==> config.mk <==
export PLATFORM = sky130hd
export DESIGN_NAME = out_pinmux
export DESIGN_NICKNAME = d
export VERILOG_FILES = /design/src/board_pins_pkg.sv /design/src/sys_io_pkg.sv /design/src/out_pinmux.sv
export VERILOG_INCLUDE_DIRS = /design/src /design/src/src
export SDC_FILE = /design/constraint.sdc
export NUM_CORES = 1
export LEC_CHECK = 0
export BUFFER_PORTS_ARGS = -buffer_cell sky130_fd_sc_hd__buf_2
export CAP_MARGIN = 20
export CORE_MARGIN = 5
export CORE_UTILIZATION = 31
export CTS_BUF_LIST = sky130_fd_sc_hd__clkbuf_16
export DETAILED_ROUTE_END_ITERATION = 10
export HOLD_SLACK_MARGIN = 0.1
export PLACE_DENSITY = 0.76
export RECOVER_POWER = 50
export SLEW_MARGIN = 20
export SYNTH_ARGS = -nofsm -noshare
export SYNTH_HDL_FRONTEND = slang
export SYNTH_SLANG_ARGS = --single-unit
==> constraint.sdc <==
create_clock -name clk_i -period 0.8 [get_ports clk_i]
set_input_delay 0.08 -clock clk_i [delete_from_list [all_inputs] [get_ports clk_i]]
set_output_delay 0.08 -clock clk_i [all_outputs]
set_load 0.02 [all_outputs]
==> src/sonata_config.svh <==
/*
 * Board I/O shell configuration
 * Widths and counts shared by the packages and the RTL
 */
`ifndef SONATA_CONFIG_SVH
`define SONATA_CONFIG_SVH

// Reset counter width, full count is 2**RST_CNT_WIDTH clocks
`define RST_CNT_WIDTH 8

// GPIO word width on the system side
`define GP_WIDTH 32

// Two PMOD headers of 8 pins each
`define PMOD_WIDTH 16

// One chip select per SPI controller
`define SPI_NUM 3

// Flops in each input synchronizer
`define SYNC_STAGES 2

`endif

==> src/board_pins_pkg.sv <==
/*
 * Board pin groups
 * Pin-side views of switches, serial inputs, outputs and PMOD headers
 */
`include "sonata_config.svh"

package board_pins_pkg;

  // Raw switches, active low, pulled up on the board
  typedef struct packed {
    logic [2:0] sel;  // Software select switches
    logic [7:0] usr;  // User switches
    logic [4:0] nav;  // Joystick
  } sw_t;

  // Input-only pins
  typedef struct packed {
    logic ser0_rx;
    logic ser1_rx;
    logic rs232_rx;
    logic appspi_cipo;  // Flash data in
    logic ethmac_cipo;
  } in_pins_t;

  // Output-only pins, also used for the enable word
  typedef struct packed {
    logic ser0_tx;
    logic ser1_tx;
    logic rs232_tx;
    logic appspi_clk;
    logic appspi_copi;
    logic lcd_clk;
    logic lcd_copi;
    logic ethmac_sclk;
    logic ethmac_copi;
  } out_pins_t;

  // PMOD0 in the low byte, PMOD1 in the high byte
  typedef logic [`PMOD_WIDTH-1:0] pmod_t;

endpackage

==> src/sys_io_pkg.sv <==
/*
 * System-side I/O words
 * GPIO input and output layout and the SPI chip selects
 */
`include "sonata_config.svh"

package sys_io_pkg;

  // GPIO input, switches active high
  typedef struct packed {
    logic [`GP_WIDTH-17:0] pad;  // Always zero
    logic [2:0]            sel;
    logic [7:0]            usr;
    logic [4:0]            nav;
  } gp_in_t;

  // GPIO output, board controls in the low bits
  typedef struct packed {
    logic [`GP_WIDTH-13:0] spare;
    logic                  ethmac_rst;
    logic [7:0]            usr_led;
    logic                  lcd_backlight;
    logic                  lcd_dc;
    logic                  lcd_rst;
  } gp_out_t;

  // Chip selects, active low, one per controller
  typedef struct packed {
    logic ethmac;  // Bit 2
    logic lcd;     // Bit 1
    logic appspi;  // Bit 0
  } spi_cs_t;

endpackage

==> src/out_pinmux.sv <==
/*
 * Output pin flops
 * Gates disabled pins low, unpacks GPIO controls and routes chip selects
 */
`timescale 1ns/1ps
`include "sonata_config.svh"

module out_pinmux (
  input  logic                      clk_i,
  input  logic                      rst_n_i,
  input  board_pins_pkg::out_pins_t out_to_pins_i,
  input  board_pins_pkg::out_pins_t out_to_pins_en_i,
  input  sys_io_pkg::gp_out_t       gp_o_i,
  input  sys_io_pkg::spi_cs_t       spi_cs_i,
  output board_pins_pkg::out_pins_t out_pins_o,
  output logic [7:0]                usr_led_o,
  output logic                      lcd_rst_o,
  output logic                      lcd_dc_o,
  output logic                      lcd_backlight_o,
  output logic                      ethmac_rst_o,
  output logic                      appspi_cs_o,
  output logic                      lcd_cs_o,
  output logic                      ethmac_cs_o
);

  board_pins_pkg::out_pins_t pins_gated;
  logic [`SPI_NUM-1:0]       cs_q;  // Same bit order as spi_cs_t

  // Disabled pins are pulled low rather than left floating
  assign pins_gated = board_pins_pkg::out_pins_t'(out_to_pins_i & out_to_pins_en_i);

  always_ff @(posedge clk_i or negedge rst_n_i) begin
    if (!rst_n_i) begin
      out_pins_o      <= '0;
      usr_led_o       <= '0;
      lcd_rst_o       <= 1'b0;
      lcd_dc_o        <= 1'b0;
      lcd_backlight_o <= 1'b0;
      ethmac_rst_o    <= 1'b0;
    end else begin
      out_pins_o      <= pins_gated;
      usr_led_o       <= gp_o_i.usr_led;
      lcd_rst_o       <= gp_o_i.lcd_rst;
      lcd_dc_o        <= gp_o_i.lcd_dc;
      lcd_backlight_o <= gp_o_i.lcd_backlight;
      ethmac_rst_o    <= gp_o_i.ethmac_rst;
    end
  end

  // Chip selects idle high, so no device is selected in reset
  always_ff @(posedge clk_i or negedge rst_n_i) begin
    if (!rst_n_i) begin
      cs_q <= '1;
    end else begin
      cs_q <= spi_cs_i;
    end
  end

  assign appspi_cs_o = cs_q[0];  // Flash
  assign lcd_cs_o    = cs_q[1];
  assign ethmac_cs_o = cs_q[2];

endmodule

; ---- Word-level counts from Yosys, hierarchy flattened
; Index checks and enable logic that the tools add are counted.
[word_totals]
word_cells = 16
ram_bits = 0
romBits = 0
in_bits = 55
mem_count = 0
out_inout_bits = 24
latchBits = 0
ff_bits = 24
[op_classes]
muxes = 0
n_div = 0
n_bitwise = 1
n_shift = 0
magnitude_cmp = 0
n_reduce_logical = 0
n_mul = 0
addsub = 0
eq_ne = 0
[op_table]
columns = cell, count
row1 = 9-bit bitwise AND, 1

; ---- Longest topological paths before layout
[logic_depth]
depth_word = 1
mapped_depth = 1
mapped_depth_nobuf = 1

; ---- Worst setup path before layout
; OpenSTA, ideal clock, no wires.
[synth_path]
path_type = register to output
startpoint = register cs_q[0]
endpoint = output port appspi_cs_o
required_time_ps = 720
setup_slack_ps = 166
path_stages_with_launch = 1
arrival_time_ps = 554
n_path_buf = 0
cell_sequence = dfstp_2
[synth_lines]
columns = item, line
row1 = from (decl), out_pinmux.sv:27  ; logic [`SPI_NUM-1:0] cs_q;
row2 = from (signal assigned), out_pinmux.sv:55  ; cs_q <= spi_cs_i;
row3 = to (decl), out_pinmux.sv:21  ; output logic appspi_cs_o,
; No word-level cell between the ends.

; ---- Worst setup path after layout
[layout_path]
startpoint = register cs_q[2]
endpoint = output port ethmac_cs_o
[layout_lines]
columns = item, line
row1 = to (decl), out_pinmux.sv:23  ; output logic ethmac_cs_o
; No word-level cell between the ends.

==> flow_metrics.env <==
export IMPL_status="complete, but fails checks"
export IMPL_violations="setup timing"
export IMPL_dp_hpwl_mm=1.27
export IMPL_worstPathRequired_ns=0.72
export IMPL_dieArea_sq_um=3150
export IMPL_cts_tree="done"
export IMPL_ys_warn_count=0
export IMPL_fin_area_sq_um=1560
export IMPL_final_cell_mix="dlygate4sd3_1, buf_2, buf_6"
export IMPL_syn_num_nets=88
export IMPL_clk_pin_slew_ns=0.05
export IMPL_cp_max_fo=1
export IMPL_io_buffers=58
export IMPL_dp_cells=119
export IMPL_placed_area_sq_um=1000
export IMPL_cpPeakStageDelay_ns=0.54
export IMPL_detail_route_first_pass_iterations=2
export IMPL_wl_mm=2.03
export IMPL_syn_avg_cell_area_sq_um=20.0
export IMPL_power_per_cell_area_nw_per_um2=1800
export IMPL_critPathKind="flip-flop to output pin"
export IMPL_max_slew_margin_pct=86.3
export IMPL_p_leak_nw=0.780
export IMPL_cts_max_path_buffers=2
export IMPL_syn_inst=33
export IMPL_clockRootBuffer="clkbuf_16"
export IMPL_wl_per_cell_um=12.9
export IMPL_min_period_ns=0.976
export IMPL_grt_pass1_vias=723
export IMPL_rows=16
export IMPL_worst_ep_arrival_time_ns=0.90
export IMPL_finalWeightedCongestion=0.640
export IMPL_layout_commonest_cell="dlygate4sd3_1"
export IMPL_num_io_pins=79
export IMPL_clkSinkCount=24
export IMPL_numCtsBuffers=3
export IMPL_track_usage_pct=14.1
export IMPL_die_h_um=56.2
export IMPL_drt_iter0_drc=2
export IMPL_post_cts_buffers=0
export IMPL_slowest_stage="dfstp_2"
export IMPL_cap_violations=0
export IMPL_yosysSeqAreaShare_pct=91.5
export IMPL_start_util_pct=33.0
export IMPL_final_core_util_pct=78.0
export IMPL_ant_nets=0
export IMPL_area_growth_synth_to_final_pct=136
export IMPL_cts_max_level=1
export IMPL_vias=623
export IMPL_finalSetupViolations=24
export IMPL_drc=0
export IMPL_antenna_cells=0
export IMPL_dieWidth_um=56.2
export IMPL_crit_family="flip-flops"
export IMPL_path_cells="buf_6"
export IMPL_grt_start_max_net_pins=17
export IMPL_hp_class="primary input to async pin"
export IMPL_nFillCells=122
export IMPL_antenna_found_initial=0
export IMPL_post_route_period_util_pct=122
export IMPL_synth_cell_types=3
export IMPL_startpoint_type="flip-flop"
export IMPL_viasPerCell=3.97
export IMPL_grt_ovfl_total=0
export IMPL_final_cells=157
export IMPL_rsz0062_at_grt="true"
export IMPL_synth_cell_area_sq_um=661
export IMPL_pre_cts_ws_ns=0.0677
export IMPL_crit_buf_inv=1
export IMPL_layout_drive_gt1_share_pct=50.0
export IMPL_coreArea_sq_um=2000
export IMPL_worstMarginPinSlew_ns=0.206
export IMPL_layout_setup_ws_ns=-0.176
export IMPL_slew_viol_final=0
export IMPL_critPathCaptureType="output pin"
export IMPL_vdd_drop_max_mv=1.55
export IMPL_finalHoldViolations=0
export IMPL_grt_pass1_wl_mm=3.33
export IMPL_ys_ff_latch=24
export IMPL_fin_nets=186
export IMPL_fmax_mhz=1020
## kinds of logic after synthesis
group	share of synthesized area, %
flops	91.5
simple gates	8.52
## layout make-up
| class | count | area, sq um | area share, % |
|---|---|---|---|
| clock buffers | 3 | 75.1 | 4.81 |
| clock inverters | 1 | 3.75 | 0.240 |
| multi-input cells | 9 | 56.3 | 3.61 |
| repair buffers | 93 | 788 | 50.5 |
| flip-flops and latches | 24 | 604 | 38.7 |
| well taps | 27 | 33.8 | 2.16 |
## what timing repair did
item | in CTS | in global routing
hold buffers | 34 | 0
endpoints found under the hold margin | 48 | 0
resized for setup | 48 | 0
setup endpoints to repair | 24 | 24
## registers in the layout (all words and copies together), names as in the netlist
signal / flops
cs_q: 3
lcd_backlight_o: 1
lcd_rst_o: 1
usr_led_o: 8
out_pins_o: 9
ethmac_rst_o: 1
lcd_dc_o: 1
## synth_stat cells
library cell | n | share of area, %
dfrtp_1 | 21 | 80
and2_1 | 9 | 8.5
dfstp_2 | 3 | 12
## where the power goes
part / switching [mW] / internal, mW / total (mW)
combinational: 0.175 / 0.294 / 0.469
sequential: 0.0295 / 1.28 / 1.31
clock: 0.368 / 0.665 / 1.03
## routing by layer
| layer | track usage, % | vias up | wire length [um] |
|---|---|---|---|
| met5 | 0 | - | 0 |
| met4 | 6.10 | 0 | 38 |
| met3 | 3.48 | 4 | 150 |
| met2 | 29.5 | 37 | 1250 |
| met1 | 11.8 | 289 | 587 |
| li1 | - | 293 | - |
## stage by stage
| step | TNS, ns | hold slack, ns | total power, mW |
|---|---|---|---|
| 2_1_floorplan | 0 | -0.216 | 1.42 |
| 3_3_place_gp | 0 | -0.0584 | 1.59 |
| 3_5_place_dp | 0 | -0.0556 | 1.60 |
| 4_1_cts | -1.21 | 0.212 | 2.83 |
| 5_1_grt | -1.63 | 0.248 | 2.94 |
| 6_report | -1.15 | 0.206 | 2.81 |
## path summary, 6_finish.rpt
check | startpoint | endpoint | slack, ns | depth (start not counted)
max in group asynchronous | rst_n_i | out_pins_o[2] | 0.14 | 3
worst min-delay path | rst_n_i | usr_led_o[5] | 0.21 | 2
worst max-delay path | cs_q[2] | ethmac_cs_o | -0.18 | 1
min in group clk_i | gp_o_i[3] | usr_led_o[0] | 0.47 | 2
Power figures use the tool's default switching activity.
