<file path="src/sonata_config.svh">
/*
 * Board I/O shell configuration
 * Widths and counts shared by the packages and the RTL
 */
`ifndef SONATA_CONFIG_SVH
`define SONATA_CONFIG_SVH

// Reset counter width, full count is 2**RST_CNT_WIDTH clocks
`define RST_CNT_WIDTH 8

// GPIO word width on the system side
`define GP_WIDTH 32

// Two PMOD headers of 8 pins each
`define PMOD_WIDTH 16

// One chip select per SPI controller
`define SPI_NUM 3

// Flops in each input synchronizer
`define SYNC_STAGES 2

`endif

</file>
<file path="src/rst_ctrl.sv">
/*
 * System reset generator
 * Holds the system in reset until the PLL has been locked for a full count
 */
`timescale 1ns/1ps
`include "sonata_config.svh"

module rst_ctrl (
  input  logic clk_i,
  input  logic rst_n_i,       // Board button
  input  logic pll_locked_i,
  output logic rst_sys_n_o
);

  logic [`RST_CNT_WIDTH-1:0] cnt_q;
  logic                      cnt_done;
  logic                      rst_sys_n_q;

  assign cnt_done = &cnt_q;

  // Count restarts whenever lock is lost
  always_ff @(posedge clk_i or negedge rst_n_i) begin
    if (!rst_n_i) begin
      cnt_q <= '0;
    end else if (!pll_locked_i) begin
      cnt_q <= '0;
    end else if (!cnt_done) begin
      cnt_q <= cnt_q + 1'b1;
    end
  end

  // Lock qualifies the release too, so a lost lock
  // takes the system down on the very next edge
  always_ff @(posedge clk_i or negedge rst_n_i) begin
    if (!rst_n_i) begin
      rst_sys_n_q <= 1'b0;
    end else begin
      rst_sys_n_q <= pll_locked_i & cnt_done;
    end
  end

  assign rst_sys_n_o = rst_sys_n_q;  // Glitch-free, straight from a flop

endmodule

</file>
<file path="config.mk">
export PLATFORM = sky130hd
export DESIGN_NAME = rst_ctrl
export DESIGN_NICKNAME = d
export VERILOG_FILES = /design/src/rst_ctrl.sv
export VERILOG_INCLUDE_DIRS = /design/src /design/src/src
export SDC_FILE = /design/constraint.sdc
export NUM_CORES = 1
export LEC_CHECK = 0
export CORE_AREA = 2 2 39 41
export DETAILED_ROUTE_END_ITERATION = 8
export DIE_AREA = 0 0 41 43
export DONT_BUFFER_PORTS = 1
export GPL_ROUTABILITY_DRIVEN = 0
export PLACE_DENSITY = 0.56
export SYNTH_ARGS = -nofsm -noshare
export SYNTH_HDL_FRONTEND = slang
export SYNTH_SLANG_ARGS = --single-unit
</file>
<file path="constraint.sdc">
create_clock -name clk_i -period 1.3 [get_ports clk_i]
set_input_delay 0.13 -clock clk_i [delete_from_list [all_inputs] [get_ports clk_i]]
set_output_delay 0.13 -clock clk_i [all_outputs]
set_load 0.05 [all_outputs]
</file>
======== Word level (Yosys, flattened, before mapping) ========
Cells that the tools add are included.
operators by class
  add/sub/neg operators ................... 1
  equal/unequal tests ..................... 1
  multiplexer cells ....................... 2
  bitwise operators ....................... 1
  reduce and logical (&&, ||, !) cells .... 1
operator list
  cell                                                            number
  8-bit 2-to-1 mux                                                2
  8-bit by 1-bit adder with 8-bit output (second input constant)  1
  8-bit AND reduction                                             1
  2-bit != test (second input constant)                           1
  1-bit bitwise AND                                               1
word-level totals
  bits in registers ....................... 9
  input bits .............................. 3
  output and inout bits ................... 1
  word-level logic and storage cells ...... 8

======== Logic depth before layout (Yosys ltp) ========
Gate-level depths: netlist of the first run.
  word-level depth ........................ 3
  gate-level depth with buffers ........... 5
  mapped depth without buffers ............ 4

======== Worst setup path before layout of the first run ========
Ideal clock, no wire load.
  path kind ............................... register to register
  from .................................... register cnt_q[0]
  to ...................................... register cnt_q[5]
  library setup time ...................... 0.119 ns
  data arrival time ....................... 1.240 ns
  required time ........................... 1.181 ns
  slack ................................... -0.059 ns
  cell stages (with the launch flop) ...... 6
  buffers on the path ..................... 1
  clock period less this slack ............ 1.359 ns
  path through ............................ dfrtp_1 -> ha_1 -> and3_4 -> buf_6 -> a32o_1 -> o21a_1
between the ends
  cells in the longest elaborated chain, start to end .. 3
  elaborated cells on any way between the ends .. 5
  those cells by class .................... 1 x add/sub; 1 x eq/ne; 2 x mux; 1 x reduce/logical
RTL lines
  element                                 line            source
  start: declaration                      rst_ctrl.sv:15  logic [`RST_CNT_WIDTH-1:0] cnt_q;
  start signal: assignment                rst_ctrl.sv:28  cnt_q <= cnt_q + 1'b1;
  8-bit by 1-bit adder with 8-bit output  rst_ctrl.sv:28
  8-bit 2-to-1 mux                        rst_ctrl.sv:27  end else if (!cnt_done) begin
  8-bit 2-to-1 mux                        rst_ctrl.sv:25  end else if (!pll_locked_i) begin
Several ways; a longest one is shown, not always the timed one. The select of a mux whose other input is x is not followed.
A chain may end at the register's enable or synchronous reset.

======== Worst setup path after layout of the first run ========
  from .................................... register cnt_q[1]
  to ...................................... register cnt_q[5]
Same word-level chain as after synthesis.

==> impl_results.rst, run 1 <==
.. list-table::
   :header-rows: 1

   * - Metric
     - Value
   * - Post-synthesis instance area
     - 458 sq um
   * - Number of ports placed on the die boundary
     - 4
   * - Worst-case register-to-register setup slack
     - 0.03 ns
   * - Core Region
     - 1380 sq um
   * - FFs w/ async S/R, synth
     - 1.00
   * - Number of enable flip-flop cells after synthesis
     - 0
   * - #FFs+latches synth
     - 9
   * - Final std cell area, no fill
     - 567 sq um
   * - Post-Syn Area per Cell
     - 10.2 sq um
   * - Final ANT Viol Nets
     - 0
   * - CP Class
     - reg2reg
   * - Depth of the most critical reg-to-reg path
     - 4
   * - Post-Synthesis Cells
     - 45
   * - Die Span X
     - 41 um
   * - Die ar.
     - 1760 sq um
   * - Timing-limited maximum frequency
     - 789 MHz
   * - Detailed placement HPWL
     - 653 um
   * - Element type at the critical path start
     - flip-flop
   * - Post-Route Skew
     - 0.00670 ns
   * - Largest fanout on the critical path
     - 6
   * - Initial core utilization
     - 0.331
   * - Power Density
     - 967 nW/um^2
   * - First-pass iteration count of the detailed router
     - 4
   * - Clock sink total
     - 9
   * - Worst-path clk slew
     - 0.06 ns
   * - Total of max-cap violations
     - 0
   * - Outcome
     - completed
   * - Standard-cell row count
     - 14
   * - End of the worst register-to-register path
     - cnt_q[5]$_DFFE_PN0P_
   * - Total cell area at the placement stage
     - 487 sq um
   * - Routed wire length
     - 948 um
   * - Total grt overflow
     - 0
   * - Via density per instance
     - 5.54
   * - CTS Root Buffer Type
     - sky130_fd_sc_hd__clkbuf_4
   * - Post-Synthesis Net Count
     - 49
   * - Total clock buffers created by CTS
     - 3
   * - Top post-synthesis cells by count
     - 9 x sky130_fd_sc_hd__dfrtp_1, 4 x sky130_fd_sc_hd__a31oi_1, 3 x sky130_fd_sc_hd__a21oi_1, 3 x sky130_fd_sc_hd__nor3_1
   * - Total setup violations reported at the end of the flow
     - 0
   * - Min Clock Period, post-route
     - 1.27 ns
   * - Headroom to the max-slew limit
     - 0.699
   * - Cell type with the largest total area after synthesis
     - sky130_fd_sc_hd__dfrtp_1
   * - Synth-to-layout area growth
     - 23.8%
   * - Area occupied by multi-input gates
     - 226 sq um
   * - Buffers from clock root to sink, at most
     - 2
   * - Wire length of the first global-routing pass
     - 1690 um
   * - Post-synth top area share
     - 0.492
   * - Setup repair after global routing missed its margin
     - yes
   * - Number of H-tree levels
     - 1
   * - Fin. max-slew vios
     - 0
   * - Number of global-route vias before repair
     - 385
   * - DRC marker count from the first detailed-route iteration
     - 13
   * - Drt drc
     - 0
   * - Number of instances on the worst hold path
     - 2
   * - Max stage delay on crit path
     - 0.41 ns
   * - Cells taking the most area after synthesis
     - sky130_fd_sc_hd__dfrtp_1 49%, sky130_fd_sc_hd__a31oi_1 5.5%, sky130_fd_sc_hd__a21oi_1 3.3%, sky130_fd_sc_hd__nor3_1 3.3%, sky130_fd_sc_hd__nor3b_1 3.3%
   * - All-Layer GR Usage
     - 0.147
   * - Worst setup slack before clock tree synthesis
     - 0.0303 ns
   * - Fraction of layout cells with a size suffix above 1
     - 0.259
   * - Count of cell types in the netlist
     - 23
   * - Worst path cell trace
     - ha_2 -> and3_4 -> a32o_1 -> o21a_1
   * - Pin count of the biggest net entering global routing
     - 10
   * - Antenna cell count
     - 0
   * - Class of the worst hold path
     - in2reg
   * - Nets
     - 59
   * - Number of hold violations in the final report
     - 0
   * - Number of antenna violations at the first check in global routing
     - 0
   * - CP Data Arrival Time
     - 1.42 ns
   * - Origin of the worst min-delay path
     - pll_locked_i
   * - Total number of vias
     - 388
   * - Minimum setup slack in the final design
     - 0.0321 ns
   * - Die Y-Extent
     - 43 um
   * - Hold Path Sink
     - cnt_q[3]$_DFFE_PN0P_
   * - Most repeated cell in the gate-level netlist after synthesis
     - sky130_fd_sc_hd__dfrtp_1
   * - Count of input and output buffers
     - 0
   * - Pin slew with the least headroom to its limit
     - 0.451 ns
   * - Crit-path slowest cell
     - sky130_fd_sc_hd__dfrtp_1
   * - Flip-flop cell with the highest count after synthesis
     - sky130_fd_sc_hd__dfrtp_1
   * - Clock latency on the worst-skew pair
     - 0.26 ns
   * - Number of synthesis warnings
     - 0
   * - Number of fill cells
     - 137
   * - Share of the yosys chip area belonging to registers
     - 0.492
   * - Required time of the critical path
     - 1.45 ns
   * - Leakage power figure
     - 0.236 nW
   * - Portion of the clock cycle consumed by the worst path in the final layout
     - 0.975
   * - Register Area
     - 225 sq um
   * - R2R Path Start
     - cnt_q[1]$_DFFE_PN0P_
   * - Average wire per cell in the routed design
     - 13.5 um
   * - Setup crit end kind
     - flip-flop
   * - CTS tree
     - done
   * - Largest voltage drop on the vdd net
     - 0.555 mV
[critical path, delay by kind of cell, from the launching register on]
kind,cells,cell delay (ns)
flops,1,0.41
fa+ha+maj,1,0.22
simple gates,1,0.17
compound gates,2,0.37
[worst max-delay path by stage]
stage / start / to / slack (ns) / cells past startpoint
after floorplan: cnt_q[1]$_DFFE_PN0P_ / cnt_q[5]$_DFFE_PN0P_ / 0.00001 / 5
after global placement: cnt_q[1]$_DFFE_PN0P_ / cnt_q[5]$_DFFE_PN0P_ / 0.04 / 4
after detailed placement: cnt_q[1]$_DFFE_PN0P_ / cnt_q[5]$_DFFE_PN0P_ / 0.03 / 4
after CTS: cnt_q[1]$_DFFE_PN0P_ / cnt_q[5]$_DFFE_PN0P_ / 0.03 / 4
after global routing: cnt_q[1]$_DFFE_PN0P_ / cnt_q[5]$_DFFE_PN0P_ / -0.03 / 4
final: cnt_q[1]$_DFFE_PN0P_ / cnt_q[5]$_DFFE_PN0P_ / 0.03 / 4
[flip-flops by register name, indices dropped and copies added (netlist names)]
signal,cells
rst_sys_n_o,1
cnt_q,8
[power breakdown]
part / internal (mW) / leakage [nW] / switching [mW]
combinational: 0.0193 / 0.0973 / 0.0195
sequential: 0.287 / 0.123 / 0.00890
clock: 0.118 / 0.0150 / 0.0947
[metrics by stage]
| stage | utilization | setup TNS (ns) | hold slack, ns | std cells | power, mW |
|---|---|---|---|---|---|
| 5_1_grt | 0.410 | -0.0332 | 0.151 | 70 | 0.585 |
| 3_5_place_dp | 0.352 | 0 | -0.165 | 62 | 0.324 |
| 4_1_cts | 0.385 | 0 | 0.119 | 68 | 0.551 |
| 6_report | 0.410 | 0 | 0.125 | 70 | 0.548 |
| 3_3_place_gp | 0.352 | 0 | -0.165 | 62 | 0.322 |
| 2_1_floorplan | - | 0 | -0.166 | 45 | 0.315 |
[area by class of cell]
type,instances,area share
repair buffers,7,0.108
multi-input cells,32,0.400
well taps,16,0.0353
clock buffers,4,0.0464
inverters,2,0.0132
flip-flops and latches,9,0.397
[metal layers]
metal  GRT usage  share of wire
met1       0.194           0.52
met2       0.194           0.41
met3      0.0785          0.055
met4      0.0600          0.012
met5           0              0
[what timing repair did]
item | CTS | global route
endpoints found under the setup margin | 0 | 5
hold buffers | 2 | 0
setup buffers | 0 | 2
hold endpoints to repair | 12 | 0
gates resized for setup | 0 | 4
[cells in the final DEF (no fill, tap or decap), drive strengths merged, types with 3 or more instances in the layout]
cell    n
a21oi   3
a31oi   4
buf     5
clkbuf  4
dfrtp   9
nor3    3
o21ai   4
[cell families (layout without fill, tap and decap cells)]
kind of cell             after synthesis  after routing  share of synthesized area
flip-flops                             9              9                      0.492
AND/OR/NAND/NOR                       17             17                      0.240
adder cells (fa/ha/maj)                1              1                     0.0273
AO/OA/AOI/OAI                         14             14                      0.189
buffers and inverters                  4             13                     0.0519
No activity file was read; power rests on OpenSTA's default activity.
==> run 2, diff against run 1 <==
--- a/config.mk
+++ b/config.mk
@@ -12,6 +12,7 @@
 export DONT_BUFFER_PORTS = 1
 export GPL_ROUTABILITY_DRIVEN = 0
 export PLACE_DENSITY = 0.56
+export REMOVE_ABC_BUFFERS = 1
 export SYNTH_ARGS = -nofsm -noshare
 export SYNTH_HDL_FRONTEND = slang
 export SYNTH_SLANG_ARGS = --single-unit
==> impl_results.rst, run 2 (synthesis gave the netlist of run 1 again) <==
.. list-table::
   :header-rows: 1

   * - Metric
     - Value
   * - Outcome
     - completed
   * - Die Y-Extent
     - 43 um (unchanged)
   * - R2R Path Start
     - cnt_q[1]$_DFFE_PN0P_
   * - Cells after DPL
     - 64 (+3.2%)
   * - Final std cell area, no fill
     - 557 sq um (-1.8%)
   * - Worst-case register-to-register setup slack
     - 0.06 ns (+0.02 ns)
   * - Depth of the most critical reg-to-reg path
     - 4 (unchanged)
   * - Leading cell type in the layout, fill and taps excluded
     - sky130_fd_sc_hd__dfrtp_1
   * - Count of non-filler cells in the finished layout
     - 70 (unchanged)
   * - Class of the worst hold path
     - in2reg
   * - Clock latency on the worst-skew pair
     - 0.27 ns (about the same)
   * - Max stage delay on crit path
     - 0.40 ns (about the same)
   * - Pin count of the biggest net entering global routing
     - 10 (unchanged)
   * - CP Data Arrival Time
     - 1.41 ns (about the same)
   * - Total cell area at the placement stage
     - 499 sq um (+2.6%)
   * - Number of fill cells
     - 140 (+2.2%)
   * - Post-Route Skew
     - 0.00298 ns (-0.00372 ns)
   * - Number of antenna violations at the first check in global routing
     - 0 (unchanged)
   * - Wire length of the first global-routing pass
     - 1560 um (-7.8%)
   * - Required time of the critical path
     - 1.46 ns (about the same)
   * - Most utilized layer in the global route result
     - met1
   * - Die ar.
     - 1760 sq um (unchanged)
   * - Nets
     - 59 (unchanged)
   * - Most frequent cells in the layout
     - 9 x sky130_fd_sc_hd__dfrtp_1, 4 x sky130_fd_sc_hd__a31oi_1, 4 x sky130_fd_sc_hd__buf_4
   * - Fraction of met2 tracks used by global routing
     - 0.172 (-0.0219)
   * - Number of instances on the worst hold path
     - 2 (unchanged)
   * - Number of global-route vias before repair
     - 330 (-14%)
   * - WP buf/inv
     - 0 (unchanged)
   * - Setup repair after global routing missed its margin
     - no
   * - Fraction of layout cells with a size suffix above 1
     - 0.222 (-0.0370)
   * - Buffers from clock root to sink, at most
     - 2 (unchanged)
   * - Number of H-tree levels
     - 1 (unchanged)
   * - Hold Path Sink
     - cnt_q[3]$_DFFE_PN0P_
   * - Min Clock Period, post-route
     - 1.24 ns (-0.0240 ns)
   * - Portion of the clock cycle consumed by the worst path in the final layout
     - 0.957 (-0.0184)
   * - Power Density
     - 1020 nW/um^2 (+5.3%)
   * - First-pass iteration count of the detailed router
     - 3 (-1)
   * - Register Area
     - 225 sq um (unchanged)
   * - Area occupied by multi-input gates
     - 216 sq um (-4.4%)
   * - Total stage count of the critical path
     - 4 (unchanged)
   * - DRC marker count from the first detailed-route iteration
     - 3 (-10)
   * - Final ANT Viol Nets
     - 0 (unchanged)
   * - Routed wire length
     - 966 um (+1.9%)
   * - Pin slew with the least headroom to its limit
     - 0.440 ns (-0.0109 ns)
   * - Total of max-cap violations
     - 0 (unchanged)
   * - Hold Worst Slack
     - 0.100 ns (-0.0249 ns)
   * - Antenna cell count
     - 0 (unchanged)
   * - Met1 Use GR
     - 0.186 (-0.00803)
   * - Total setup violations reported at the end of the flow
     - 0 (unchanged)
   * - Element type at the critical path start
     - flip-flop
   * - Number of hold violations in the final report
     - 0 (unchanged)
   * - Initial core utilization
     - 0.331 (unchanged)
   * - Total clock buffers created by CTS
     - 3 (unchanged)
   * - Die Span X
     - 41 um (unchanged)
   * - Clock sink total
     - 9 (unchanged)
   * - Setup TNS
     - 0 ns (unchanged)
   * - Origin of the worst min-delay path
     - pll_locked_i
   * - Total grt overflow
     - 0 (unchanged)
   * - M3 GR Usage
     - 0.0785 (unchanged)
   * - CTS tree
     - done
   * - Average wire per cell in the routed design
     - 13.8 um (+1.9%)
   * - Crit path max-delay family
     - flip-flops
   * - Standard-cell row count
     - 14 (unchanged)
   * - Drt drc
     - 0 (unchanged)
   * - Largest fanout on the critical path
     - 6 (unchanged)
   * - Largest voltage drop on the vdd net
     - 0.392 mV (-29%)
   * - Count of input and output buffers
     - 0 (unchanged)
   * - Total number of vias
     - 379 (-2.3%)
   * - Leakage power figure
     - 0.234 nW (-0.62%)
   * - End of the worst register-to-register path
     - cnt_q[5]$_DFFE_PN0P_
   * - Number of ports placed on the die boundary
     - 4 (unchanged)
   * - Timing-limited maximum frequency
     - 804 MHz (+1.9%)
   * - Core Region
     - 1380 sq um (unchanged)
   * - Via density per instance
     - 5.41 (-2.3%)
   * - Synth-to-layout area growth
     - 21.6%
   * - Worst path cell trace
     - ha_2 -> and3_4 -> a32o_1 -> o21a_1
   * - Fin. max-slew vios
     - 0 (unchanged)
   * - CTS Root Buffer Type
     - sky130_fd_sc_hd__clkbuf_4
   * - Setup crit end kind
     - flip-flop
   * - Worst-path clk slew
     - 0.06 ns (about the same)
   * - Crit-path slowest cell
     - sky130_fd_sc_hd__dfrtp_1
   * - Number of flip-flops in the largest register
     - 8 (unchanged)
   * - Headroom to the max-slew limit
     - 0.707 (+0.00727)
   * - All-Layer GR Usage
     - 0.149 (+0.00247)
   * - Detailed placement HPWL
     - 673 um (+3.2%)
   * - Register ranked first by flip-flop count
     - cnt_q
   * - CP Class
     - reg2reg
-- run 2: cell type report --
class | count | area share
Timing Repair Buffer | 7 | 0.110
Tap cell | 16 | 0.0360
Inverter | 2 | 0.0135
Sequential cell | 9 | 0.404
Clock buffer | 4 | 0.0472
Multi-Input combinational cell | 32 | 0.389
-- run 2: timing repair --
action,in CTS,in global routing
setup buffers,0,0
hold endpoints to repair,12,0
hold buffers,2,0
endpoints found under the setup margin,0,2
resized for setup,0,4
-- run 2: worst max path at each step --
stage,start,slack (ns),end
6_report,cnt_q[1]$_DFFE_PN0P_,0.06,cnt_q[5]$_DFFE_PN0P_
5_1_grt,cnt_q[1]$_DFFE_PN0P_,0.0002,cnt_q[5]$_DFFE_PN0P_
4_1_cts,cnt_q[0]$_DFFE_PN0P_,0.03,cnt_q[5]$_DFFE_PN0P_
3_5_place_dp,cnt_q[0]$_DFFE_PN0P_,0.04,cnt_q[5]$_DFFE_PN0P_
3_3_place_gp,cnt_q[0]$_DFFE_PN0P_,0.07,cnt_q[5]$_DFFE_PN0P_
2_1_floorplan,cnt_q[0]$_DFFE_PN0P_,0.03,cnt_q[5]$_DFFE_PN0P_
-- run 2: through the flow --
stage | utilization | power, mW | worst slack, ns
3_5_place_dp | 0.361 | 0.330 | 0.0393
3_3_place_gp | 0.361 | 0.329 | 0.0670
5_1_grt | 0.402 | 0.609 | 0.000218
4_1_cts | 0.394 | 0.571 | 0.0283
2_1_floorplan | - | 0.314 | 0.0326
6_report | 0.402 | 0.567 | 0.0561
-- run 2: routing by layer --
| layer | vias up | share of wire |
|---|---|---|
| met5 | - | 0 |
| met4 | 0 | 0.047 |
| met3 | 5 | 0.047 |
| met2 | 7 | 0.43 |
| met1 | 173 | 0.48 |
| li1 | 194 | - |
-- run 2: power breakdown --
| group | total, mW | switching [mW] | internal, mW |
|---|---|---|---|
| Sequential | 0.295 | 0.00746 | 0.287 |
| Clock | 0.227 | 0.108 | 0.119 |
| Combinational | 0.0452 | 0.0214 | 0.0238 |
