File: config.mk
export PLATFORM = sky130hd
export DESIGN_NAME = in_pinmux
export DESIGN_NICKNAME = d
export VERILOG_FILES = /design/src/board_pins_pkg.sv /design/src/sys_io_pkg.sv /design/src/pin_sync.sv /design/src/in_pinmux.sv
export VERILOG_INCLUDE_DIRS = /design/src /design/src/src
export SDC_FILE = /design/constraint.sdc
export NUM_CORES = 1
export LEC_CHECK = 0
export ABC_AREA = 1
export ABC_CLOCK_PERIOD_IN_PS = 800
export BUFFER_PORTS_ARGS = -buffer_cell sky130_fd_sc_hd__buf_2
export CAP_MARGIN = 10
export CORE_AREA = 2 2 62 64
export DETAILED_ROUTE_END_ITERATION = 10
export DIE_AREA = 0 0 64 66
export PLACE_DENSITY = 0.83
export SLEW_MARGIN = 5
export SYNTH_ARGS = -nofsm -noshare
export SYNTH_HDL_FRONTEND = slang
export SYNTH_SLANG_ARGS = --single-unit
File: constraint.sdc
create_clock -name clk_i -period 0.8 [get_ports clk_i]
set_input_delay 0.16 -clock clk_i [delete_from_list [all_inputs] [get_ports clk_i]]
set_output_delay 0.16 -clock clk_i [all_outputs]
set_load 0.03 [all_outputs]
File: src/sonata_config.svh
/*
 * Board I/O shell configuration
 * Widths and counts shared by the packages and the RTL
 */
`ifndef SONATA_CONFIG_SVH
`define SONATA_CONFIG_SVH

// Reset counter width, full count is 2**RST_CNT_WIDTH clocks
`define RST_CNT_WIDTH 8

// GPIO word width on the system side
`define GP_WIDTH 32

// Two PMOD headers of 8 pins each
`define PMOD_WIDTH 16

// One chip select per SPI controller
`define SPI_NUM 3

// Flops in each input synchronizer
`define SYNC_STAGES 2

`endif

File: src/board_pins_pkg.sv
/*
 * Board pin groups
 * Pin-side views of switches, serial inputs, outputs and PMOD headers
 */
`include "sonata_config.svh"

package board_pins_pkg;

  // Raw switches, active low, pulled up on the board
  typedef struct packed {
    logic [2:0] sel;  // Software select switches
    logic [7:0] usr;  // User switches
    logic [4:0] nav;  // Joystick
  } sw_t;

  // Input-only pins
  typedef struct packed {
    logic ser0_rx;
    logic ser1_rx;
    logic rs232_rx;
    logic appspi_cipo;  // Flash data in
    logic ethmac_cipo;
  } in_pins_t;

  // Output-only pins, also used for the enable word
  typedef struct packed {
    logic ser0_tx;
    logic ser1_tx;
    logic rs232_tx;
    logic appspi_clk;
    logic appspi_copi;
    logic lcd_clk;
    logic lcd_copi;
    logic ethmac_sclk;
    logic ethmac_copi;
  } out_pins_t;

  // PMOD0 in the low byte, PMOD1 in the high byte
  typedef logic [`PMOD_WIDTH-1:0] pmod_t;

endpackage

File: src/sys_io_pkg.sv
/*
 * System-side I/O words
 * GPIO input and output layout and the SPI chip selects
 */
`include "sonata_config.svh"

package sys_io_pkg;

  // GPIO input, switches active high
  typedef struct packed {
    logic [`GP_WIDTH-17:0] pad;  // Always zero
    logic [2:0]            sel;
    logic [7:0]            usr;
    logic [4:0]            nav;
  } gp_in_t;

  // GPIO output, board controls in the low bits
  typedef struct packed {
    logic [`GP_WIDTH-13:0] spare;
    logic                  ethmac_rst;
    logic [7:0]            usr_led;
    logic                  lcd_backlight;
    logic                  lcd_dc;
    logic                  lcd_rst;
  } gp_out_t;

  // Chip selects, active low, one per controller
  typedef struct packed {
    logic ethmac;  // Bit 2
    logic lcd;     // Bit 1
    logic appspi;  // Bit 0
  } spi_cs_t;

endpackage

File: src/pin_sync.sv
/*
 * Input synchronizer
 * Flop chain for asynchronous board inputs of any payload type
 */
`timescale 1ns/1ps
`include "sonata_config.svh"

module pin_sync #(
  parameter type sync_t = logic
) (
  input  logic  clk_i,
  input  logic  rst_n_i,
  input  sync_t d_i,
  output sync_t q_o
);

  sync_t stage_q [`SYNC_STAGES];

  always_ff @(posedge clk_i or negedge rst_n_i) begin
    if (!rst_n_i) begin
      stage_q <= '{default: '0};
    end else begin
      stage_q[0] <= d_i;  // First flop may go metastable
      for (int i = 1; i < `SYNC_STAGES; i++) begin
        stage_q[i] <= stage_q[i-1];
      end
    end
  end

  assign q_o = stage_q[`SYNC_STAGES-1];

endmodule

File: src/in_pinmux.sv
/*
 * Input pin conditioning
 * Synchronizes switches and serial inputs, builds the GPIO input word
 */
`timescale 1ns/1ps

module in_pinmux (
  input  logic                   clk_i,
  input  logic                   rst_n_i,
  input  board_pins_pkg::sw_t    sw_i,
  input  board_pins_pkg::in_pins_t in_pins_i,
  output sys_io_pkg::gp_in_t     gp_i_o,
  output board_pins_pkg::in_pins_t in_from_pins_o
);

  board_pins_pkg::sw_t sw_on_n;  // Switches, 1 means on
  board_pins_pkg::sw_t sw_on;

  // Switches pull to ground when on. The inversion sits ahead of the
  // synchronizer so that the chain resets to "all off"
  assign sw_on_n = board_pins_pkg::sw_t'(~sw_i);

  pin_sync #(
    .sync_t (board_pins_pkg::sw_t)
  ) u_sw_sync (
    .clk_i   (clk_i),
    .rst_n_i (rst_n_i),
    .d_i     (sw_on_n),
    .q_o     (sw_on)
  );

  pin_sync #(
    .sync_t (board_pins_pkg::in_pins_t)
  ) u_in_sync (
    .clk_i   (clk_i),
    .rst_n_i (rst_n_i),
    .d_i     (in_pins_i),
    .q_o     (in_from_pins_o)
  );

  // Pack into the GPIO word, upper half unused
  assign gp_i_o = '{
    pad: '0,
    sel: sw_on.sel,
    usr: sw_on.usr,
    nav: sw_on.nav
  };

endmodule

# ---- Word-level counts from Yosys, hierarchy flattened
# Index checks and enable logic that the tools add are counted.
dict set report word_totals {
  inputBits 23
  reg_bits 42
  word_cells 17
  output_inout_bits 37
}
dict set report classes {
  n_bitwise 1
}
# operator n
set ops {}
lappend ops {{16-bit NOT} 1}

# ---- Longest topological paths before layout
# Gate-level depths: netlist of the first run.
dict set report depth {
  word_depth 1
  ltp_mapped 1
  ltp_nobuf 1
}

# ---- Hierarchy
# Synthesis of the first run repeated with hierarchy kept, for this count alone.
dict set report unflattened {
  cells_unflattened 96
  hier_area_um2 1392.6
}
# mod cells_each seq_area_each_um2 area_each_um2 n_inst
set modules_own_cells {}
lappend modules_own_cells {{pin_sync at u_sw_sync} 48 800.8 920.9 1}
lappend modules_own_cells {{pin_sync at u_in_sync} 15 250.2 287.8 1}
lappend modules_own_cells {in_pinmux 33 0.0 183.9 1}

# ---- Least setup slack after synthesis of the first run
# OpenSTA, ideal clock, no wires.
dict set report synth_path {
  path_kind {register to output}
  from {register u_sw_sync.stage_q (netlist bit u_sw_sync.q_o[0])}
  to {output gp_i_o[0] (netlist name)}
  slack_ns 0.147
  t_required_ns 0.640
  n_path_buf 1
  stages_incl_launch_ff 2
  arrival_time_ns 0.493
  cell_sequence {dfrtp_1 -> buf_4}
}
# element line
set synth_rtl {}
lappend synth_rtl {{from (decl)} pin_sync.sv:17} ;# sync_t stage_q [`SYNC_STAGES];
lappend synth_rtl {{from (signal, indexed assignment)} pin_sync.sv:25} ;# stage_q[i] <= stage_q[i-1];
lappend synth_rtl {{to (decl)} in_pinmux.sv:12} ;# output sys_io_pkg::gp_in_t gp_i_o,
# No word-level cell between the ends.

# ---- Final worst setup path of the first run
dict set report layout_path {
  from {register u_sw_sync.stage_q (netlist bit u_sw_sync.q_o[12])}
  to {output gp_i_o[12] (netlist name)}
}
# No word-level cell between the ends.

==> impl_summary.log, run 1 <==
[metrics] number of different library cells in the post-synthesis netlist: 4
[metrics] first drt pass iteration count: 4
[metrics] type of the worst setup path: reg -> out
[metrics] post-route antenna net violation count: 0
[metrics] die extent in y: 66 um
[metrics] Crit path buffers/inverters: 1
[metrics] Num Clock Sinks: 42
[metrics] VDD IR max: 1.10 mV
[metrics] Crit. path cell count: 1
[metrics] routed length per instance: 11.0 um
[metrics] Hold Fails Final Rpt: 0
[metrics] post-route core utilization: 0.530
[metrics] number of buffers added on ports: 43
[metrics] power per cell area: 2060 nW/um2
[metrics] final layout net count: between 150 and 200
[metrics] post-CTS setup buffers: 0
[metrics] pre-CTS WS: approximately 110 ps
[metrics] Reg-to-Reg End: u_in_sync.q_o[1]$_DFF_PN0_
[metrics] ratio of routed vias to standard cells: 3.40
[metrics] Post-Syn Instances: 96
[metrics] Mapped Avg Cell Area: 14.5 um2
[metrics] largest stage delay on the critical path: 400 ps
[metrics] M1 wire length: roughly 730 um
[metrics] CP required: 640 ps
[metrics] Seq cells post-synth: 42
[metrics] Die X-Extent: 64 um
[metrics] number of buffers on the longest clock path: 2
[metrics] count of yosys warnings during synthesis: 0
[metrics] uppermost routed layer: met4
[metrics] data arrival time at the worst-slack endpoint: 880 ps
[metrics] Met3 Wirelength: 91 um
[metrics] area share of the largest cell type after synthesis: 0.755
[metrics] final-layout setup total negative slack: -4890 ps
[metrics] aggregate routed wire length: 2150 um
[metrics] met2 layer wire length in the routed design: 1230 um
[metrics] failing checks: setup timing
[metrics] # H-tree levels: 2
[metrics] CTS tree: done
[metrics] signed area change from the synthesized netlist to the final layout: 35.1%
[metrics] setup repair after global routing missed its margin: true
[metrics] worst hold-check path type: in -> async
[metrics] final setup margin: -241 ps
[metrics] Setup Viol. Count Final: 21
[metrics] placed wire-length estimate: 1270 um
[metrics] status: complete, but fails checks
[metrics] critical path endpoint category: primary output
[metrics] number of antenna violations at the first check in global routing: 0
[metrics] total via count after detailed routing: 667
[metrics] timing startpoint of the critical path: u_sw_sync.q_o[12]$_DFF_PN0_
[metrics] row cnt: 22
[metrics] peak fanout along the critical path: 1
[metrics] Skew-Pair Late Insertion Delay: 340 ps
[metrics] cell-by-cell trace of the critical path: buf_6
[metrics] largest clock skew in the final design: 3.67 ps
[metrics] total DRC errors in the routed layout: 0
[metrics] startpoint class of the critical path: register
[metrics] pin count of the biggest net entering global routing: 43
[metrics] global-route wire length before repair: approximately 3300 um
[metrics] max-cap viol count: 0
[metrics] Seq/Total Area, Yosys: 0.755
[metrics] post-synthesis instance area: 1390 um2
[metrics] crit path time final: 1040 ps
[metrics] DIE AREA: 4220 um2
[metrics] Max Clk Rate: 960 MHz
[metrics] final worst-path cycle share: 1.30
[metrics] via count of the first global-routing pass: ~730
[metrics] count of antenna diodes in the layout: 0
[metrics] Overall Global Routing Usage: 0.117
[metrics] number of DRC violations after detailed-routing iteration 0: 7
[metrics] final estimated routing congestion in global placement: 0.695
[metrics] cell class contributing the biggest share of worst-path delay: flip-flops
[metrics] CTS clock-pin slew for the worst setup and hold paths: approximately 120 ps
[metrics] cts bufs inserted: 5
[metrics] master of the slowest instance on the critical path: sky130_fd_sc_hd__dfrtp_1
[metrics] cell chosen for the clock root: sky130_fd_sc_hd__clkbuf_4
[metrics] worst reg2reg path startpoint: u_in_sync.stage_q[6]$_DFF_PN0_
[metrics] Leakage Power: around 0.00098 uW
[metrics] final hold slack: 328 ps
[metrics] Worst R2R Path Depth: 0
[metrics] Placeable Area: 3550 um2
[metrics] total power: 3880 uW
[metrics] Initial Utilization: 0.392
[metrics] setup slack, reg-to-reg: between 200 and 300 ps
[metrics] final global-route overflow total: 0
[metrics] Yosys top cell by area: sky130_fd_sc_hd__dfrtp_1
[metrics] Final Max Tran Viols: 0
[metrics] io pins: 60
[metrics] cell types with the largest area share after synthesis: sky130_fd_sc_hd__dfrtp_1, sky130_fd_sc_hd__buf_4, sky130_fd_sc_hd__inv_1
[metrics] share of layout cells above drive strength 1: 0.351
[metal layers]
metal | vias to the layer above | global-route usage
met5 | - | 0
met4 | 0 | 0.120
met3 | 10 | 0.0324
met2 | 25 | 0.201
met1 | 312 | 0.108
li1 | 320 | -
[cell usage after synthesis]
cell and n:
sky130_fd_sc_hd__buf_4 37, sky130_fd_sc_hd__conb_1 1, sky130_fd_sc_hd__dfrtp_1 42, sky130_fd_sc_hd__inv_1 16
[flip-flops by register name (all words and copies together) (netlist names)]
name,count
u_in_sync.q_o,5
u_in_sync.stage_q,5
u_sw_sync.stage_q,16
u_sw_sync.q_o,16
[layout by cell type, fill, tap and decap left out, drive strengths merged]
cell type | netlist | final
clkinv | 0 | 1
clkbuf | 0 | 6
clkinvlp | 0 | 1
dlygate4sd3 | 0 | 22
buf | 37 | 44
dfrtp | 42 | 42
conb | 1 | 16
inv | 16 | 16
[cell families after synthesis]
family / after synthesis / share of synthesized area
flops: 42 / 0.755
buf+inv: 53 / 0.243
other cells: 1 / 0.00269
[area by class of cell]
cell class,count,area (um2)
repair buffers,66,587
clock buffers,6,51.3
inverters,16,60.1
multi-input cells,16,60.1
clock inverters,2,12.5
flip-flops and latches,42,1050
fillers,294,1670
well taps,48,60.1
[repair_timing]
action | CTS | global route
hold buffers | 22 | 0
resized for setup | 42 | 0
cloned | 0 | 0
setup endpoints to repair | 21 | 21
hold endpoints to repair | 63 | 0
[through the flow]
stage               std cells  area (um2)
finish                    196        1880
global route              196        1880
CTS                       196        1880
detailed placement        166        1470
global placement          166        1470
floorplan                 111        1450
[worst max path at each step]
stage	end	slack, ps
after floorplan	gp_i_o[0]	150
after global placement	gp_i_o[13]	110
after detailed placement	gp_i_o[13]	110
after CTS	gp_i_o[13]	-270
after global routing	gp_i_o[3]	-300
final	gp_i_o[12]	-240
[report_power, final]
group	total, uW	switching [uW]	internal [uW]
combinational	537	312	224
sequential	2270	38.4	2230
clock	1080	653	423
total	3880	1000	2880
Power figures use the tool's default switching activity.
==> run 2, diff against run 1 <==
--- a/config.mk
+++ b/config.mk
@@ -10,11 +10,11 @@
 export ABC_CLOCK_PERIOD_IN_PS = 800
 export BUFFER_PORTS_ARGS = -buffer_cell sky130_fd_sc_hd__buf_2
 export CAP_MARGIN = 10
-export CORE_AREA = 2 2 62 64
+export CORE_AREA = 5 5 65 67
 export DETAILED_ROUTE_END_ITERATION = 10
-export DIE_AREA = 0 0 64 66
+export DIE_AREA = 0 0 70 72
 export PLACE_DENSITY = 0.83
-export SLEW_MARGIN = 5
+export SKIP_CTS_REPAIR_TIMING = 1
 export SYNTH_ARGS = -nofsm -noshare
 export SYNTH_HDL_FRONTEND = slang
 export SYNTH_SLANG_ARGS = --single-unit
==> run 2 against run 1 <==
  * The run still ends with setup timing left
  * Critical path type unchanged
  * Highest routed layer unchanged
  * Non-clock buffer count unchanged
  * Fmax is 0.23% lower
  * Clock skew up 5.4 ps
  * Worst setup slack lost 2.4 ps
  * Sequential power about the same
  * Final area decreased by 0.86%
==> impl_summary.log, run 2 (synthesis gave the netlist of run 1 again) <==
[metrics] status: complete, but fails checks
[metrics] failing checks: setup timing
[metrics] placed wire-length estimate: 1480 um (+17%)
[metrics] aggregate routed wire length: 2170 um (+0.60%)
[metrics] signed area change from the synthesized netlist to the final layout: 34.0%
[metrics] Crit path buffers/inverters: 1 (unchanged)
[metrics] CTS clock-pin slew for the worst setup and hold paths: 120 ps (about the same)
[metrics] setup repair after global routing missed its margin: true
[metrics] total power: 3720 uW (-4.0%)
[metrics] first drt pass iteration count: 2 (-2)
[metrics] row cnt: 22 (unchanged)
[metrics] CP required: 640 ps (about the same)
[metrics] final layout net count: 170 (unchanged)
[metrics] post-route antenna net violation count: 0 (unchanged)
[metrics] CTS tree: done
[metrics] data arrival time at the worst-slack endpoint: 880 ps (about the same)
[metrics] peak fanout along the critical path: 1 (unchanged)
[metrics] share of layout cells above drive strength 1: 0.347 (-0.00441)
[metrics] Hold Fails Final Rpt: 0 (unchanged)
[metrics] DIE AREA: 5040 um2 (+19%)
[metrics] cell chosen for the clock root: sky130_fd_sc_hd__clkbuf_4
[metrics] Die X-Extent: 70 um (+9.4%)
[metrics] die extent in y: 72 um (+9.1%)
[metrics] number of buffers added on ports: 43 (unchanged)
[metrics] Final Max Tran Viols: 0 (unchanged)
[metrics] cts bufs inserted: 5 (unchanged)
[metrics] commonest non-fill, non-tap cells in the layout: sky130_fd_sc_hd__dfrtp_1, sky130_fd_sc_hd__dlygate4sd3_1, sky130_fd_sc_hd__buf_2
[metrics] Skew-Pair Late Insertion Delay: 330 ps (about the same)
[metrics] ratio of routed vias to standard cells: 3.51 (+3.2%)
[metrics] critical path endpoint category: primary output
[metrics] non-filler cells, final: 195 (-0.51%)
[metrics] VDD IR max: 1.09 mV (-0.66%)
[metrics] total DRC errors in the routed layout: 0 (unchanged)
[metrics] routed length per instance: 11.1 um (+1.1%)
[metrics] number of buffers on the longest clock path: 2 (unchanged)
[metrics] # H-tree levels: 2 (unchanged)
[metrics] count of antenna diodes in the layout: 0 (unchanged)
[metrics] cell class contributing the biggest share of worst-path delay: flip-flops
[metrics] largest clock skew in the final design: 9.05 ps (+5.38 ps)
[metrics] final worst-path cycle share: 1.30 (+0.00299)
[metrics] final setup margin: -244 ps (-2.39 ps)
[metrics] cell-by-cell trace of the critical path: buf_6
[metrics] Leakage Power: 0.000972 uW (-0.35%)
[metrics] max-cap viol count: 0 (unchanged)
[metrics] startpoint class of the critical path: register
[metrics] io pins: 60 (unchanged)
[metrics] Num Clock Sinks: 42 (unchanged)
[metrics] crit path time final: 1040 ps (+2.39 ps)
[metrics] Max Clk Rate: 958 MHz (-0.23%)
[metrics] via count of the first global-routing pass: 628 (-14%)
[metrics] global-route wire length before repair: 3060 um (-7.5%)
[metrics] pin count of the biggest net entering global routing: 43 (unchanged)
[metrics] largest stage delay on the critical path: 410 ps (about the same)
[metrics] Post-Place Cells: 166 (unchanged)
[metrics] power per cell area: 2000 nW/um2 (-3.2%)
[metrics] type of the worst setup path: reg -> out
[metrics] Overall Global Routing Usage: 0.0850 (-0.0318)
[metrics] final global-route overflow total: 0 (unchanged)
[metrics] Initial Utilization: 0.389 (-0.00302)
[metrics] final estimated routing congestion in global placement: 0.634 (-8.7%)
[metrics] Setup Viol. Count Final: 21 (unchanged)
[metrics] number of DRC violations after detailed-routing iteration 0: 14 (+7)
[metrics] number of fill cells in the layout: 309 (+5.1%)
[metrics] worst hold-check path type: in -> async
[metrics] Placeable Area: 3580 um2 (+0.78%)
[metrics] number of antenna violations at the first check in global routing: 0 (unchanged)
[metrics] master of the slowest instance on the critical path: sky130_fd_sc_hd__dfrtp_1
[metrics] total via count after detailed routing: 685 (+2.7%)
[metrics] most common cell after layout, fill and taps aside: sky130_fd_sc_hd__dfrtp_1
==> run 2: cell types whose count changed in the layout (fill, tap and decap cells not counted) <==
cell,before,now
sky130_fd_sc_hd__clkbuf_8,1,0
sky130_fd_sc_hd__clkinv_2,1,2
sky130_fd_sc_hd__clkinvlp_4,1,0
==> run 2: routing by layer <==
layer,part of all wire,track usage
met1,0.32,0.0775
met2,0.58,0.148
met3,0.066,0.0429
met4,0.037,0.0574
met5,0,0
==> run 2: area by class of cell <==
type / instances / area, um2 / area share
Multi-Input combinational cell: 16 / 60.1 / 0.0322
Timing Repair Buffer: 66 / 587 / 0.315
Clock buffer: 5 / 37.5 / 0.0201
Clock inverter: 2 / 10.0 / 0.00537
Sequential cell: 42 / 1050 / 0.563
Tap cell: 48 / 60.1 / 0.0322
Inverter: 16 / 60.1 / 0.0322
==> run 2: worst paths after layout <==
kind / depth (start not counted) / slack [ps] / end / from
setup / recovery: 1 / -240 / gp_i_o[10] / u_sw_sync.q_o[10]$_DFF_PN0_
max in group asynchronous: 3 / 280 / u_sw_sync.q_o[0]$_DFF_PN0_ / rst_n_i
hold / removal: 3 / 320 / u_sw_sync.q_o[7]$_DFF_PN0_ / rst_n_i
min in group clk_i: 0 / 360 / u_in_sync.q_o[0]$_DFF_PN0_ / u_in_sync.stage_q[5]$_DFF_PN0_
hold reg to reg: 0 / 360 / u_in_sync.q_o[0]$_DFF_PN0_ / u_in_sync.stage_q[5]$_DFF_PN0_
setup reg to reg: 0 / 310 / u_sw_sync.q_o[7]$_DFF_PN0_ / u_sw_sync.stage_q[23]$_DFF_PN0_
==> run 2: report_power, final <==
group,internal (uW),switching [uW],total [uW]
registers,2230,39.0,2270
logic,224,314,538
clock network,316,601,917
==> run 2: stage by stage <==
stage / cell area, um2 / util / setup WS (ps) / hold slack, ps / TNS (ps)
global placement: 1470 / 0.410 / 122 / 143 / 0
CTS: 1510 / 0.423 / -295 / -224 / -5560
detailed placement: 1470 / 0.410 / 104 / 164 / 0
floorplan: 1450 / - / 147 / -136 / 0
finish: 1870 / 0.521 / -244 / 321 / -4590
global route: 1870 / 0.521 / -307 / 324 / -5870
